===== src/include/vdp_consts.svh =====
//----------------------------------------------------------
// Widths, register numbers and timing constants for the
// VDP host side. Include this where the macros are needed;
// the include path must point at this folder.
//----------------------------------------------------------

`ifndef VDP_CONSTS_SVH
`define VDP_CONSTS_SVH

// Bus and memory widths
`define VRAM_AW       17
`define RAM_AW        19
`define DATA_W        8

// Dot state in which the host gets its VRAM access
`define ACCESS_SLOT   2'd1

// Shortened frame timing
`define LINE_CYCLES   32
`define FRAME_LINES   12
`define VBLANK_LINE   10
`define LINE_W        4

// Register numbers that exist in this design
`define REG_R0        6'd0
`define REG_R1        6'd1
`define REG_R14       6'd14
`define REG_R15       6'd15
`define REG_R19       6'd19

// Interrupt enable bit positions
`define R0_IE1_BIT    4
`define R1_IE0_BIT    5

`endif

===== src/source/vdp_pkg.sv =====
//----------------------------------------------------------
// Shared enum types for the VDP host side. Modules import
// what they need with a wildcard import in their header.
//----------------------------------------------------------

package vdp_pkg;

  // Host port selected by the mode pins
  typedef enum logic [1:0] {
    pm_data     = 2'd0,
    pm_ctrl     = 2'd1,
    pm_palette  = 2'd2,
    pm_indirect = 2'd3
  } port_mode_e;

  // Which byte of a control port pair comes next
  typedef enum logic {
    ph_first  = 1'b0,
    ph_second = 1'b1
  } ctrl_phase_e;

  // Kind of access carried on the VRAM request bus
  typedef enum logic {
    op_read  = 1'b0,
    op_write = 1'b1
  } vram_op_e;

endpackage


===== src/source/vram_req_if.sv =====
//----------------------------------------------------------
// VRAM request bus between the host port and the slot unit.
// A request is pending while req and ack differ; the host
// toggles req, the slot unit toggles ack when it is done.
//----------------------------------------------------------

`include "vdp_consts.svh"

interface vram_req_if import vdp_pkg::*; ();

  // Host side, stable while a request is pending
  logic                req;
  vram_op_e            op;
  logic [`VRAM_AW-1:0] addr;
  logic [`DATA_W-1:0]  wdata;

  // Slot side
  logic                ack;
  logic [`DATA_W-1:0]  rdata;

  modport host (output req, op, addr, wdata, input ack, rdata);
  modport slot (input req, op, addr, wdata, output ack, rdata);

endinterface


===== src/source/vdp_core.sv =====
//----------------------------------------------------------
// Top level of the VDP host side. Wires the host port, the
// VRAM slot unit and the frame timer to the CPU bus, the
// interrupt line and the external 16-bit RAM.
//----------------------------------------------------------

`include "vdp_consts.svh"

module vdp_core import vdp_pkg::*; (
  input  logic                  RESET,
  input  logic                  CLK21M,
  input  logic                  REQ,
  output logic                  ACK,
  input  logic                  WRT,
  input  port_mode_e            mode,
  output logic [`DATA_W-1:0]    DBI,
  input  logic [`DATA_W-1:0]    DBO,
  output logic                  INT_N,
  output logic                  PRAMWE_N,
  output logic [`RAM_AW-1:0]    PRAMADR,
  input  logic [2*`DATA_W-1:0]  PRAMDBI_16,
  output logic [`DATA_W-1:0]    PRAMDBO_8
);

  // Host port to frame timer
  logic               frame_int_en;
  logic               line_int_en;
  logic [`LINE_W-1:0] int_line;
  logic               clr_frame;
  logic               clr_line;
  logic               frame_flag;
  logic               line_flag;

  vram_req_if vram_bus_i ();

  vdp_host_port host_port_i (
    .RESET        (RESET),
    .CLK21M       (CLK21M),
    .req          (REQ),
    .wrt          (WRT),
    .mode         (mode),
    .dbo          (DBO),
    .dbi          (DBI),
    .ack          (ACK),
    .vram         (vram_bus_i.host),
    .frame_flag   (frame_flag),
    .line_flag    (line_flag),
    .frame_int_en (frame_int_en),
    .line_int_en  (line_int_en),
    .int_line     (int_line),
    .clr_frame    (clr_frame),
    .clr_line     (clr_line)
  );

  vdp_vram_slot vram_slot_i (
    .RESET     (RESET),
    .CLK21M    (CLK21M),
    .vram      (vram_bus_i.slot),
    .pram_adr  (PRAMADR),
    .pram_dbo  (PRAMDBO_8),
    .pram_we_n (PRAMWE_N),
    .pram_dbi  (PRAMDBI_16)
  );

  vdp_frame_timer frame_timer_i (
    .RESET        (RESET),
    .CLK21M       (CLK21M),
    .frame_int_en (frame_int_en),
    .line_int_en  (line_int_en),
    .int_line     (int_line),
    .clr_frame    (clr_frame),
    .clr_line     (clr_line),
    .frame_flag   (frame_flag),
    .line_flag    (line_flag),
    .int_n        (INT_N)
  );

endmodule


===== src/source/vdp_frame_timer.sv =====
//----------------------------------------------------------
// Short line and frame counters with the frame flag (S0
// bit 7) and the line flag (S1 bit 0). INT_N is pulled low
// while a flag is set and its enable from R0 or R1 is on.
//----------------------------------------------------------

`include "vdp_consts.svh"

module vdp_frame_timer (
  input  logic               RESET,
  input  logic               CLK21M,
  input  logic               frame_int_en,
  input  logic               line_int_en,
  input  logic [`LINE_W-1:0] int_line,
  input  logic               clr_frame,
  input  logic               clr_line,
  output logic               frame_flag,
  output logic               line_flag,
  output logic               int_n
);

  localparam int cyc_w = $clog2(`LINE_CYCLES);
  localparam logic [cyc_w-1:0]   last_cycle  = cyc_w'(`LINE_CYCLES - 1);
  localparam logic [`LINE_W-1:0] last_line   = `LINE_W'(`FRAME_LINES - 1);
  localparam logic [`LINE_W-1:0] vblank_line = `LINE_W'(`VBLANK_LINE);

  logic [cyc_w-1:0]   cycle_cnt;
  logic [`LINE_W-1:0] line_cnt;
  logic               line_start;

  assign line_start = cycle_cnt == '0;

  //----------------------------------------------------------
  // Position counters
  //----------------------------------------------------------
  always_ff @(posedge RESET or posedge CLK21M) begin
    if (CLK21M) begin
      cycle_cnt <= '0;
      line_cnt  <= '0;
    end else if (cycle_cnt == last_cycle) begin
      cycle_cnt <= '0;
      if (line_cnt == last_line) begin
        line_cnt <= '0;
      end else begin
        line_cnt <= line_cnt + 1'b1;
      end
    end else begin
      cycle_cnt <= cycle_cnt + 1'b1;
    end
  end

  //----------------------------------------------------------
  // Status flags
  //----------------------------------------------------------
  // A new event wins over a clear in the same edge
  always_ff @(posedge RESET or posedge CLK21M) begin
    if (CLK21M) begin
      frame_flag <= 1'b0;
      line_flag  <= 1'b0;
    end else begin
      if (line_start && (line_cnt == vblank_line)) begin
        frame_flag <= 1'b1;
      end else if (clr_frame) begin
        frame_flag <= 1'b0;
      end

      if (line_start && (line_cnt == int_line)) begin
        line_flag <= 1'b1;
      end else if (clr_line) begin
        line_flag <= 1'b0;
      end
    end
  end

  assign int_n = !((frame_flag && frame_int_en) || (line_flag && line_int_en));

endmodule


===== src/source/vdp_vram_slot.sv =====
//----------------------------------------------------------
// Dot state counter and the host VRAM access slot. A request
// waiting on the request bus is carried out on the external
// 16-bit RAM in the next cycle whose dot state is the slot.
//----------------------------------------------------------

`include "vdp_consts.svh"

module vdp_vram_slot import vdp_pkg::*; (
  input  logic                  RESET,
  input  logic                  CLK21M,
  vram_req_if.slot              vram,
  output logic [`RAM_AW-1:0]    pram_adr,
  output logic [`DATA_W-1:0]    pram_dbo,
  output logic                  pram_we_n,
  input  logic [2*`DATA_W-1:0]  pram_dbi
);

  logic [1:0]         dot_state;
  logic               pending;
  logic               slot_hit;
  logic [`DATA_W-1:0] lane_byte;

  // The request stays on the bus until ack catches up with req
  assign pending  = vram.req != vram.ack;
  assign slot_hit = pending && (dot_state == `ACCESS_SLOT);

  // Even addresses sit in the low lane
  assign lane_byte = vram.addr[0] ? pram_dbi[2*`DATA_W-1:`DATA_W]
                                  : pram_dbi[`DATA_W-1:0];

  //----------------------------------------------------------
  // RAM pins
  //----------------------------------------------------------
  assign pram_adr  = {{(`RAM_AW-`VRAM_AW){1'b0}}, vram.addr};
  assign pram_dbo  = vram.wdata;
  // Write strobe only for the slot cycle itself
  assign pram_we_n = !(slot_hit && (vram.op == op_write));

  always_ff @(posedge RESET or posedge CLK21M) begin
    if (CLK21M) begin
      dot_state <= 2'd0;
      vram.ack  <= 1'b0;
    end else begin
      // Free running, the host has no say in it
      dot_state <= dot_state + 2'd1;
      if (slot_hit) begin
        vram.ack <= ~vram.ack;
      end
    end
  end

  // Read byte lands in the same edge as the ack toggle
  always_ff @(posedge RESET) begin
    if (slot_hit && (vram.op == op_read)) begin
      vram.rdata <= lane_byte;
    end
  end

endmodule


===== src/source/vdp_host_port.sv =====
//----------------------------------------------------------
// CPU facing port of the VDP. Decodes data and control port
// accesses, holds R0, R1, R14, R15 and R19, runs the VRAM
// address counter and the read-ahead buffer, and returns
// the S0 and S1 status bytes.
//----------------------------------------------------------

`include "vdp_consts.svh"

module vdp_host_port import vdp_pkg::*; (
  input  logic                RESET,
  input  logic                CLK21M,
  input  logic                req,
  input  logic                wrt,
  input  port_mode_e          mode,
  input  logic [`DATA_W-1:0]  dbo,
  output logic [`DATA_W-1:0]  dbi,
  output logic                ack,
  vram_req_if.host            vram,
  input  logic                frame_flag,
  input  logic                line_flag,
  output logic                frame_int_en,
  output logic                line_int_en,
  output logic [`LINE_W-1:0]  int_line,
  output logic                clr_frame,
  output logic                clr_line
);

  // Register file
  logic                r0_ie1;
  logic                r1_ie0;
  logic [2:0]          r14_hi;
  logic [3:0]          r15_sel;
  logic [`LINE_W-1:0]  r19_line;

  // Control byte pair
  ctrl_phase_e         phase;
  logic [`DATA_W-1:0]  ctrl_lat;

  // VRAM side
  logic [`VRAM_AW-1:0] addr_cnt;
  logic [`DATA_W-1:0]  dbo_q;
  logic [`DATA_W-1:0]  dbi_q;
  logic                ack_q;
  logic                wr_wait;
  logic                wr_busy;
  logic                rd_wait;
  logic                pf_wait;

  logic                pending;
  logic                ctrl_wr;
  logic                stat_rd;
  logic                data_wr;
  logic                data_rd;
  logic                other_req;
  logic                wr_want;
  logic                rd_want;
  logic                wr_done;
  logic [`DATA_W-1:0]  wr_byte;

  //----------------------------------------------------------
  // Access decode
  //----------------------------------------------------------
  assign pending   = vram.req != vram.ack;
  assign ctrl_wr   = req && (mode == pm_ctrl) && wrt;
  assign stat_rd   = req && (mode == pm_ctrl) && !wrt;
  assign data_wr   = req && (mode == pm_data) && wrt;
  assign data_rd   = req && (mode == pm_data) && !wrt;
  // Palette and indirect ports only get an ACK
  assign other_req = req && ((mode == pm_palette) || (mode == pm_indirect));

  // A data access may start in its REQ cycle or wait for the bus
  assign wr_want = data_wr || wr_wait;
  assign rd_want = data_rd || rd_wait;
  assign wr_byte = wr_wait ? dbo_q : dbo;
  assign wr_done = wr_busy && !pending;

  assign ack          = ack_q | wr_done;
  assign dbi          = dbi_q;
  assign frame_int_en = r1_ie0;
  assign line_int_en  = r0_ie1;
  assign int_line     = r19_line;

  // Bytes held across a wait
  always_ff @(posedge RESET) begin
    if (data_wr) begin
      dbo_q <= dbo;
    end
    if (ctrl_wr && (phase == ph_first)) begin
      ctrl_lat <= dbo;
    end
  end

  //----------------------------------------------------------
  // Port state, registers and VRAM requests
  //----------------------------------------------------------
  always_ff @(posedge RESET or posedge CLK21M) begin
    if (CLK21M) begin
      r0_ie1     <= 1'b0;
      r1_ie0     <= 1'b0;
      r14_hi     <= 3'd0;
      r15_sel    <= 4'd0;
      r19_line   <= '0;
      phase      <= ph_first;
      addr_cnt   <= '0;
      dbi_q      <= '0;
      ack_q      <= 1'b0;
      wr_wait    <= 1'b0;
      wr_busy    <= 1'b0;
      rd_wait    <= 1'b0;
      pf_wait    <= 1'b0;
      clr_frame  <= 1'b0;
      clr_line   <= 1'b0;
      vram.req   <= 1'b0;
      vram.op    <= op_read;
      vram.addr  <= '0;
      vram.wdata <= '0;
    end else begin
      ack_q     <= 1'b0;
      clr_frame <= 1'b0;
      clr_line  <= 1'b0;

      if (data_wr) begin
        wr_wait <= 1'b1;
      end
      if (data_rd) begin
        rd_wait <= 1'b1;
      end
      if (data_wr || data_rd) begin
        phase <= ph_first;
      end
      if (wr_done) begin
        wr_busy <= 1'b0;
      end

      // One request on the bus at a time, prefetch goes first
      if (!pending) begin
        if (pf_wait) begin
          vram.req  <= ~vram.req;
          vram.op   <= op_read;
          vram.addr <= addr_cnt;
          pf_wait   <= 1'b0;
        end else if (wr_want) begin
          vram.req   <= ~vram.req;
          vram.op    <= op_write;
          vram.addr  <= addr_cnt;
          vram.wdata <= wr_byte;
          addr_cnt   <= addr_cnt + 1'b1;
          wr_wait    <= 1'b0;
          wr_busy    <= 1'b1;
        end else if (rd_want) begin
          // Hand out the buffer, then fetch the next byte
          dbi_q    <= vram.rdata;
          ack_q    <= 1'b1;
          addr_cnt <= addr_cnt + 1'b1;
          pf_wait  <= 1'b1;
          rd_wait  <= 1'b0;
        end
      end

      if (ctrl_wr) begin
        ack_q <= 1'b1;
        if (phase == ph_first) begin
          phase <= ph_second;
        end else begin
          phase <= ph_first;
          if (dbo[7]) begin
            // Register write, unknown numbers are dropped
            case (dbo[5:0])
              `REG_R0:  r0_ie1   <= ctrl_lat[`R0_IE1_BIT];
              `REG_R1:  r1_ie0   <= ctrl_lat[`R1_IE0_BIT];
              `REG_R14: r14_hi   <= ctrl_lat[2:0];
              `REG_R15: r15_sel  <= ctrl_lat[3:0];
              `REG_R19: r19_line <= ctrl_lat[`LINE_W-1:0];
              default:  ;
            endcase
          end else begin
            // Address set, bit 6 low means read setup
            addr_cnt <= {r14_hi, dbo[5:0], ctrl_lat};
            pf_wait  <= !dbo[6];
          end
        end
      end

      if (stat_rd) begin
        ack_q <= 1'b1;
        phase <= ph_first;
        case (r15_sel)
          4'd0: begin
            dbi_q     <= {frame_flag, {(`DATA_W-1){1'b0}}};
            clr_frame <= 1'b1;
          end
          4'd1: begin
            dbi_q    <= {{(`DATA_W-1){1'b0}}, line_flag};
            clr_line <= 1'b1;
          end
          default: dbi_q <= '0;
        endcase
      end

      if (other_req) begin
        ack_q <= 1'b1;
      end
    end
  end

endmodule


===== config.mk =====
export PLATFORM = sky130hd
export DESIGN_NAME = vdp_core
export DESIGN_NICKNAME = d
export VERILOG_FILES = /design/src/source/vdp_pkg.sv /design/src/source/vram_req_if.sv /design/src/source/vdp_core.sv /design/src/source/vdp_frame_timer.sv /design/src/source/vdp_vram_slot.sv /design/src/source/vdp_host_port.sv
export VERILOG_INCLUDE_DIRS = /design/src /design/src/include
export SDC_FILE = /design/constraint.sdc
export NUM_CORES = 1
export LEC_CHECK = 0
export BUFFER_PORTS_ARGS = -buffer_cell sky130_fd_sc_hd__buf_4
export CELL_PAD_IN_SITES_DETAIL_PLACEMENT = 0
export CELL_PAD_IN_SITES_GLOBAL_PLACEMENT = 2
export CORE_UTILIZATION = 35
export DETAILED_ROUTE_END_ITERATION = 16
export GPL_TIMING_DRIVEN = 0
export PLACE_DENSITY = 0.84
export RECOVER_POWER = 50
export SYNTH_ARGS = -nofsm -noshare
export SYNTH_HDL_FRONTEND = slang
export SYNTH_SLANG_ARGS = --single-unit

===== constraint.sdc =====
create_clock -name RESET -period 2.5 [get_ports RESET]
set_input_delay 0.375 -clock RESET [delete_from_list [all_inputs] [get_ports RESET]]
set_output_delay 0.375 -clock RESET [all_outputs]
set_load 0.005 [all_outputs]

== Word-level counts from Yosys, hierarchy flattened ==
Index checks and enable logic that the tools add are counted.

* Bits in registers: 111
* Output and inout port bits: 38
* Word-level logic and storage cells: 158

* $add $sub $neg: 4
* Equality and inequality tests: 17
* Mux-type cells: 59
* Bitwise logic cells: 7
* Reduce and logical (&&, ||, !) cells: 43

{| class="wikitable"
|+ Operators by type and width
! operator !! count
|-
| 17-bit two-way mux || 9
|-
| 8-bit two-way mux || 7
|-
| 1-bit two-way mux || 40
|-
| 4-bit AND reduction || 6
|-
| 17-bit by 1-bit adder with 17-bit output (second input constant) || 1
|-
| 1-bit logical AND || 16
|-
| 8-bit one-hot mux with 2 select lines || 1
|-
| 6-bit by 4-bit == test with 1-bit output (second input constant) || 2
|-
| 4-bit == test (second input constant) || 2
|-
| 2-bit nonzero test || 4
|-
| 6-bit by 1-bit == test with 1-bit output (second input constant) || 1
|-
| 6-bit by 5-bit == test with 1-bit output (second input constant) || 1
|-
| 6-bit logical NOT || 1
|-
| 1-bit NOT || 6
|-
| 5-bit by 1-bit adder with 5-bit output (second input constant) || 1
|-
| 5-bit == test (second input constant) || 1
|-
| 1-bit logical NOT || 5
|-
| 5-bit logical NOT || 1
|-
| 1-bit logical OR || 5
|-
| 5-bit two-way mux || 1
|-
| 4-bit by 1-bit adder with 4-bit output (second input constant) || 1
|-
| 2-bit by 1-bit == test with 1-bit output (second input constant) || 2
|-
| 2-bit == test (second input constant) || 2
|-
| 4-bit by 1-bit == test with 1-bit output (second input constant) || 1
|-
| other kinds (12) || 13
|}

== Logic depth before layout (Yosys ltp) ==
Gate-level depths: netlist of run 1.

* Depth in word-level cells: 11
* Mapped depth: 7
* Mapped depth without buffers: 6

== By module ==
A second synthesis of run 1 with hierarchy kept.

* Cells, all modules: 450
* Area total of the unflattened synthesis: 5223.8 sq um

{| class="wikitable"
|+ Modules (own cells, without submodules)
! module !! instances !! cells an instance !! area each (sq um)
|-
| vdp_host_port || 1 || 339 || 3921.3
|-
| vdp_vram_slot || 1 || 57 || 715.7
|-
| vdp_frame_timer || 1 || 54 || 586.8
|}

== Least setup slack after synthesis of run 1 ==
Ideal clock, no wire load.

* Kind: input to register
* From: in DBO[5]
* To: reg host_port_i.r0_ie1, in the netlist host_port_i.line_int_en
* Setup time: 0.125 ns
* Arrival: 1.856 ns
* Slack: 0.519 ns
* Stages: 4
* Path through: or4b_2 > or3_1 > nor3_1 > mux2_2

* Cells in the longest elaborated chain, start to end: 2

{| class="wikitable"
|+ Ends and longest elaborated chain
! element !! line !! RTL
|-
| start: declaration || vdp_core.sv:17 || <nowiki>input logic [`DATA_W-1:0] DBO,</nowiki>
|-
| 6-bit logical NOT || vdp_host_port.sv:169 || <nowiki>case (dbo[5:0])</nowiki>
|-
| 4-bit AND reduction (no source line) || n/a ||
|-
| end signal: assignment || vdp_host_port.sv:170 || <nowiki>`REG_R0: r0_ie1 <= ctrl_lat[`R0_IE1_BIT];</nowiki>
|-
| end: declaration || vdp_host_port.sv:30 || <nowiki>logic r0_ie1;</nowiki>
|}

Every way passes these cells.
A chain may end at the register's enable or synchronous reset.

== Worst setup path after layout of run 1 ==
* From: in mode[1]
* To: reg host_port_i.vram.wdata[0]

* Cells in the longest elaborated chain, start to end: 5

{| class="wikitable"
|+ Ends and longest elaborated chain
! element !! line !! RTL
|-
| start: declaration || vdp_core.sv:15 || <nowiki>input port_mode_e mode,</nowiki>
|-
| 2-bit logical NOT || vdp_host_port.sv:67 || <nowiki>assign data_wr = req && (mode == pm_data) && wrt;</nowiki>
|-
| 1-bit logical AND (2 in a row) || vdp_host_port.sv:67 ||
|-
| named net host_port_i.data_wr || vdp_host_port.sv:53 || <nowiki>logic data_wr;</nowiki>
|-
| 1-bit logical OR || vdp_host_port.sv:73 || <nowiki>assign wr_want = data_wr || wr_wait;</nowiki>
|-
| 3-bit AND reduction (no source line) || n/a ||
|-
| end signal: assignment || vdp_host_port.sv:147 || <nowiki>vram.wdata <= wr_byte;</nowiki>
|-
| end: declaration || vram_req_if.sv:21 || <nowiki>modport host (output req, op, addr, wdata, input ack, rdata);</nowiki>
|}

The timed path passes the listed nets, and every way through them passes these cells.

==> results.yml, run 1 <==
power:
  p_leak_uw: 0.002491
  power.total_uw: 5768
  p_per_area_nw_per_um2: 983.5
  peakVddDrop_mv: 0.4505
worst_hold_path:
  hp-class: "primary input to asynchronous set/reset pin"
routing:
  drc: 0
  wl_per_cell_um: 16.17
  routed_wl_um: 10700
  drt-initial-drc-count: 181
  first_pass_iters: 4
  via_per_inst: 5.175
  drtAntennaViolNets: 0
  vias: 3426
yosys:
  synth_cell_types: 55
  async_flop_share_pct: 78.38
  synthSimpleGateAreaFrac_pct: 13.27
  yosys-top-cells-count: "dfrtp_1, mux2_2, nand2_1"
  syn_avg_cell_area_um2: 12.15
  ys_ff_latch: 111
  synth.top_cell.area_share_pct: 44.56
  synthFlopType: "dfrtp_1"
  ys_warn_count: 0
  synth.largest_area_cell: "dfrtp_1"
  synth.most_common_cell: "dfrtp_1"
  synth_area_um2: 4886
  synth_compound_area_share_pct: 10.47
  synth-xor-area-share_pct: 1.793
  ys_seq_area_share_pct: 59.31
  yosys.area_share.adder_pct: 1.793
  synthTopCellsByArea: "dfrtp_1, edfxtp_1, mux2_2, o21ai_0, nand2_1"
  yosys-mux-area-fraction_pct: 10.81
  synth_edf_count: 24
  synth_cells: 402
  synth_top_family_by_area: "simple AND/OR/NAND/NOR gates"
setup_path:
  slowest_stage: "clkbuf_1"
  crit_arrival_ns: 2.40
  worstRegToRegCells: 5
  critical_path.max_stage_delay_ns: 0.57
  r2r_slack_ns: 0.38
  cp-endpoint: "host_port_i.vram.wdata[0]"
  cp-end-kind: "flop"
  crit_path_cell_trace: "buf_4 > nor4bb_1 > clkbuf_1 > o211ai_1 > clkbuf_1 > nand2_1 > o21ai_0"
  crit_start: "mode[1]"
  r2r-end: "host_port_i.vram.wdata[0]"
  worst_path_most_repeated_cell: "clkbuf_1"
  worstSetupPathType: "primary input to flop"
  crit_fanout: 13
  worstSetupStartpointType: "primary input"
  cp.required_ns: 2.71
  r2r_start: "vram_slot_i.vram.ack"
clock_tree:
  cts.path.max_buffers: 2
  clock-sinks: 111
  cts_tree: "done"
  worstSkewPairLatency_ns: 0.36
  postCtsHoldBufs: 0
  cts_setup_buffers: 0
  clkTransAtPathRegs_ns: 0.08
  cts_resized: 0
  ctsHtreeMaxLevel: 3
  cts-root-buf: "clkbuf_16"
  numCtsBuffers: 9
global_route:
  grt_overflow: 0
  grt_pass1_wl_um: 17800
  met2_usage_pct: 23.42
  grt_pass1_vias: 3328
  top_usage_layer: "met1"
  grt_usage_pct: 16.32
  grt_antenna_before_repair: 0
  grtUsageMet1_pct: 23.56
  grt_util_met3_pct: 4.800
  grt_max_degree: 37
floorplanning:
  dieWidth_um: 120.2
  io_pins: 68
  fp-row-count: 42
  core_area_um2: 13450
  start_util_pct: 36.32
  die_y_um: 120.2
  die-area_um2: 14440
finish:
  diodes: 0
  drive_above_1_share_pct: 25.10
  stdcell_count: 662
  num-fill-cells: 1297
  nets: 518
  design_area_um2: 5864
  area_delta_synth_final_pct: 20.03
  final_core_utilization_pct: 43.59
run_status:
  outcome: "finished, final reports clean"
timing:
  rsz0062_at_grt: "no"
  finalClockSkew_ns: 0.01224
  worst_pin_slew_ns: 0.9489
  fin_crit_ns: 2.195
  setup_tns_ns: 0
  period_share_pct: 87.80
  max_slew_margin_pct: 36.60
  drv_slew: 0
  hold_violations: 0
  max_freq_mhz: 455.6
  finalSetupViolCount: 0
placement:
  place_area_um2: 5642
  gp_congestion: 0.7679
  io_buffers: 65
  placedCellCount: 646
  dp_hpwl_um: 7710
job:
  max_cap_violations: 0
area by class of cell:
cell class / count / area (um2) / area share, %
Sequential cell: 111 / 2898 / 49.41
Timing Repair Buffer: 67 / 470.5 / 8.022
Multi-Input combinational cell: 264 / 1871 / 31.90
Clock inverter: 6 / 53.80 / 0.9174
Buffer: 14 / 68.82 / 1.173
Inverter: 14 / 53.80 / 0.9174
Clock buffer: 10 / 229.0 / 3.904
Tap cell: 176 / 220.2 / 3.755
state kept, by name, summed over array words and instances (netlist names), 2 cells and up, named ones only:
register                 flops
frame_timer_i.cycle_cnt      5
host_port_i.int_line         4
vram_slot_i.dot_state        2
host_port_i.vram.wdata       8
host_port_i.dbo_q            8
host_port_i.vram.addr       17
host_port_i.ctrl_lat         8
frame_timer_i.line_cnt       4
host_port_i.addr_cnt        17
vram_slot_i.vram.rdata       8
host_port_i.dbi              8
host_port_i.r15_sel          4
host_port_i.r14_hi           3
cells by family (layout without fill, tap and decap cells):
kind of cell	Yosys count	count (layout)
xor gates and xnor gates	10	10
buffers and inverters	28	111
AOI/OAI and AO/OA	76	76
and+or+nand+nor	121	121
DFF	111	111
other	1	2
muxes	48	48
adders and majority gates	7	7
critical path, delay by kind of cell:
family,cells,cell delay [ns]
buf+inv,3,1.10
compound gates,2,0.51
simple gates,2,0.41
where the power goes:
part | internal, uW | total, uW | switching, uW
Sequential | 2300 | 2640 | 340
Clock | 695 | 1390 | 696
Combinational | 863 | 1740 | 878
Total | 3850 | 5770 | 1910
layer usage:
layer	vias to the layer above	wire, um
met5	-	0
met4	0	140
met3	10	549
met2	85	4755
met1	1690	5259
li1	1641	-
per-stage QoR:
step / hold WS, ns / setup WS (ns)
final: 0.1484 / 0.3050
after detailed placement: 0.4213 / -0.04768
after global routing: 0.2355 / 0.1010
after global placement: 0.4135 / -0.01795
after CTS: 0.03492 / 0.3370
after floorplan: 0.4006 / 0.5192
worst min-delay path by stage:
stage,startpoint,to,slack [ns],cells after the start
5_1_grt,CLK21M,host_port_i.vram.addr[11],0.24,2
3_3_place_gp,vram_slot_i.dot_state[0],vram_slot_i.dot_state[0],0.41,1
6_report,CLK21M,host_port_i.vram.addr[11],0.15,2
3_5_place_dp,vram_slot_i.dot_state[0],vram_slot_i.dot_state[0],0.42,1
4_1_cts,CLK21M,host_port_i.vram.addr[11],0.03,2
2_1_floorplan,vram_slot_i.dot_state[0],vram_slot_i.dot_state[0],0.40,1
cell usage in the layout (no fill, tap or decap), types with 5 or more instances in the layout:
master	n
dfrtp_1	87
buf_4	40
mux2_2	38
nand2_1	32
nor2_1	26
o21ai_0	25
edfxtp_1	24
clkbuf_4	20
clkbuf_1	19
nand3_1	14
inv_1	13
a31oi_1	13
mux2i_1	10
clkbuf_16	9
or3_1	8
a22o_1	8
ha_1	7
nor3_1	6
xnor2_1	5
a21o_1	5
xor2_1	5
o31ai_1	5
or4_1	5
(Power assumes the default switching activity.)
==> inputs of run 2 (changes only) <==
==> constraint.sdc (replaced) <==
create_clock -name RESET -period 1.8 [get_ports RESET]
set_input_delay 0.27 -clock RESET [delete_from_list [all_inputs] [get_ports RESET]]
set_output_delay 0.27 -clock RESET [all_outputs]
set_load 0.005 [all_outputs]
==> run 2 against run 1 <==
The flow now finishes with violations (negative setup slack). Register-to-register slack got worse by 0.48 ns. Wire length increased by 6.8%. Core utilization increased by 2.2 points. Clock power increased by 35%. Critical path type is now flop to flop. Highest routed layer unchanged.
==> results.yml, run 2 (synthesis gave the netlist of run 1 again) <==
placement:
  dp_hpwl_um: 8229
  dp_worst_setup_slack_ns: -0.6268
  gp_congestion: 0.7788
  placedCellCount: 646
  io_buffers: 65
routing:
  first_pass_iters: 4
  vias: 3517
  routed_wl_um: 11430
  drtAntennaViolNets: 0
  wl_per_cell_um: 17.01
  drt-initial-drc-count: 251
  drc: 0
  via_per_inst: 5.234
setup_path:
  cp.required_ns: 2.08
  worstSetupStartpointType: "flop"
  crit_arrival_ns: 2.18
  critical_path.max_stage_delay_ns: 0.52
  cp-end-kind: "flop"
  crit_path_cell_trace: "ha_2 > nand3_2 > a2111o_1 > or4b_4 > a31oi_4"
  crit_fanout: 4
  cp_num_buf_inv: 0
  crit_family: "compound AO/OA/AOI/OAI gates"
  worstSetupPathType: "flop to flop"
  slowest_stage: "or4b_4"
run_status:
  outcome: "finished, violations left"
  violations: "negative setup slack"
timing:
  fin_crit_ns: 1.899
  max_slew_margin_pct: 12.50
  finalClockSkew_ns: 0.009086
  setup_slack_ns: -0.09870
  worst_pin_slew_ns: 1.305
  finalSetupViolCount: 10
  drv_slew: 0
  max_freq_mhz: 526.7
  rsz0062_at_grt: "yes"
  whs_ns: 0.2022
  period_share_pct: 105.5
  hold_violations: 0
floorplanning:
  die-area_um2: 14440
  core_area_um2: 13450
  io_pins: 68
  fp-row-count: 42
  die_y_um: 120.2
  dieWidth_um: 120.2
  start_util_pct: 36.32
global_route:
  grt_max_degree: 32
  grt_overflow: 0
  grt_pass1_vias: 3592
  grt_pass1_wl_um: 18950
  grt_usage_pct: 17.12
  grt_antenna_before_repair: 0
clock_tree:
  cts-root-buf: "clkbuf_16"
  postCtsHoldBufs: 0
  cts.path.max_buffers: 2
  ctsHtreeMaxLevel: 3
  numCtsBuffers: 9
  cts_tree: "done"
  clkTransAtPathRegs_ns: 0.07
  worstSkewPairLatency_ns: 0.35
  clock-sinks: 111
power:
  p_leak_uw: 0.002595
  peakVddDrop_mv: 0.5467
  p_per_area_nw_per_um2: 1394
finish:
  layout_commonest_cell: "dfrtp_1"
  top_regs: "host_port_i.addr_cnt: 17 flops, host_port_i.vram.addr: 17 flops"
  diodes: 0
  drive_above_1_share_pct: 32.06
  nets: 528
  stdcell_count: 672
  area_delta_synth_final_pct: 26.02
  layout_common_cells: "dfrtp_1, buf_4, mux2_2"
job:
  max_cap_violations: 0
worst_hold_path:
  hp-class: "primary input to asynchronous set/reset pin"
[run 2: cell count changes in the layout (fill, tap and decap cells not counted), sizes merged]
cell | previous run | this run
inv | 16 | 13
a211o | 1 | 2
clkinvlp | 2 | 1
clkinv | 2 | 1
clkbuf | 49 | 33
buf | 42 | 72
[run 2: stage by stage]
| step | power, uW | setup TNS, ns | area, um2 | util [%] |
|---|---|---|---|---|
| 6_report | 8581 | -0.4872 | 6157 | 45.77 |
| 5_1_grt | 9123 | -4.313 | 6157 | 45.77 |
| 4_1_cts | 8328 | -0.7336 | 6018 | 44.74 |
| 3_5_place_dp | 6220 | -20.82 | 5660 | 42.08 |
| 3_3_place_gp | 6129 | -30.37 | 5620 | 41.78 |
| 2_1_floorplan | 5097 | -0.03585 | 4912 | - |
[run 2: path summary, 6_finish.rpt]
check / startpoint / endpoint / slack (ns) / depth (start not counted)
min in group RESET: PRAMDBI_16[5] / vram_slot_i.vram.rdata[5] / 0.22 / 2
max in group asynchronous: CLK21M / host_port_i.addr_cnt[0] / 0.26 / 3
worst max register to register: host_port_i.addr_cnt[0] / host_port_i.addr_cnt[14] / -0.1 / 5
worst min-delay path: CLK21M / host_port_i.vram.addr[9] / 0.20 / 2
worst max-delay path: host_port_i.addr_cnt[0] / host_port_i.addr_cnt[14] / -0.1 / 5
worst min register to register: host_port_i.clr_frame / frame_timer_i.frame_flag / 0.43 / 1
[run 2: layout make-up]
| cell class | count | area [um2] |
|---|---|---|
| Fill cell | 1286 | 7296 |
| Sequential cell | 111 | 2903 |
| Multi-Input combinational cell | 265 | 2062 |
| Timing Repair Buffer | 78 | 569.3 |
| Clock buffer | 15 | 267.8 |
| Tap cell | 176 | 220.2 |
| Buffer | 12 | 76.32 |
| Inverter | 14 | 53.80 |
| Clock inverter | 1 | 5.005 |
[run 2: report_power, final]
group,switching [uW],internal [uW]
combinational,1400,1550
sequential,550,3200
clock,861,1020
total,2810,5770
[run 2: repair_timing]
| action | CTS | global route |
|---|---|---|
| endpoints found under the setup margin | 59 | 31 |
| cloned | 1 | 0 |
| gates resized for setup | 15 | 28 |
| pin swaps | 7 | 11 |
| endpoints found under the hold margin | 0 | 0 |
| buffers inserted | 3 | 8 |
[run 2: layer usage]
layer | GRT usage, % | share of wire (%)
met5 | 0 | 0
met4 | 5.391 | 1.3
met3 | 4.230 | 3.3
met2 | 27.51 | 50
met1 | 22.63 | 45
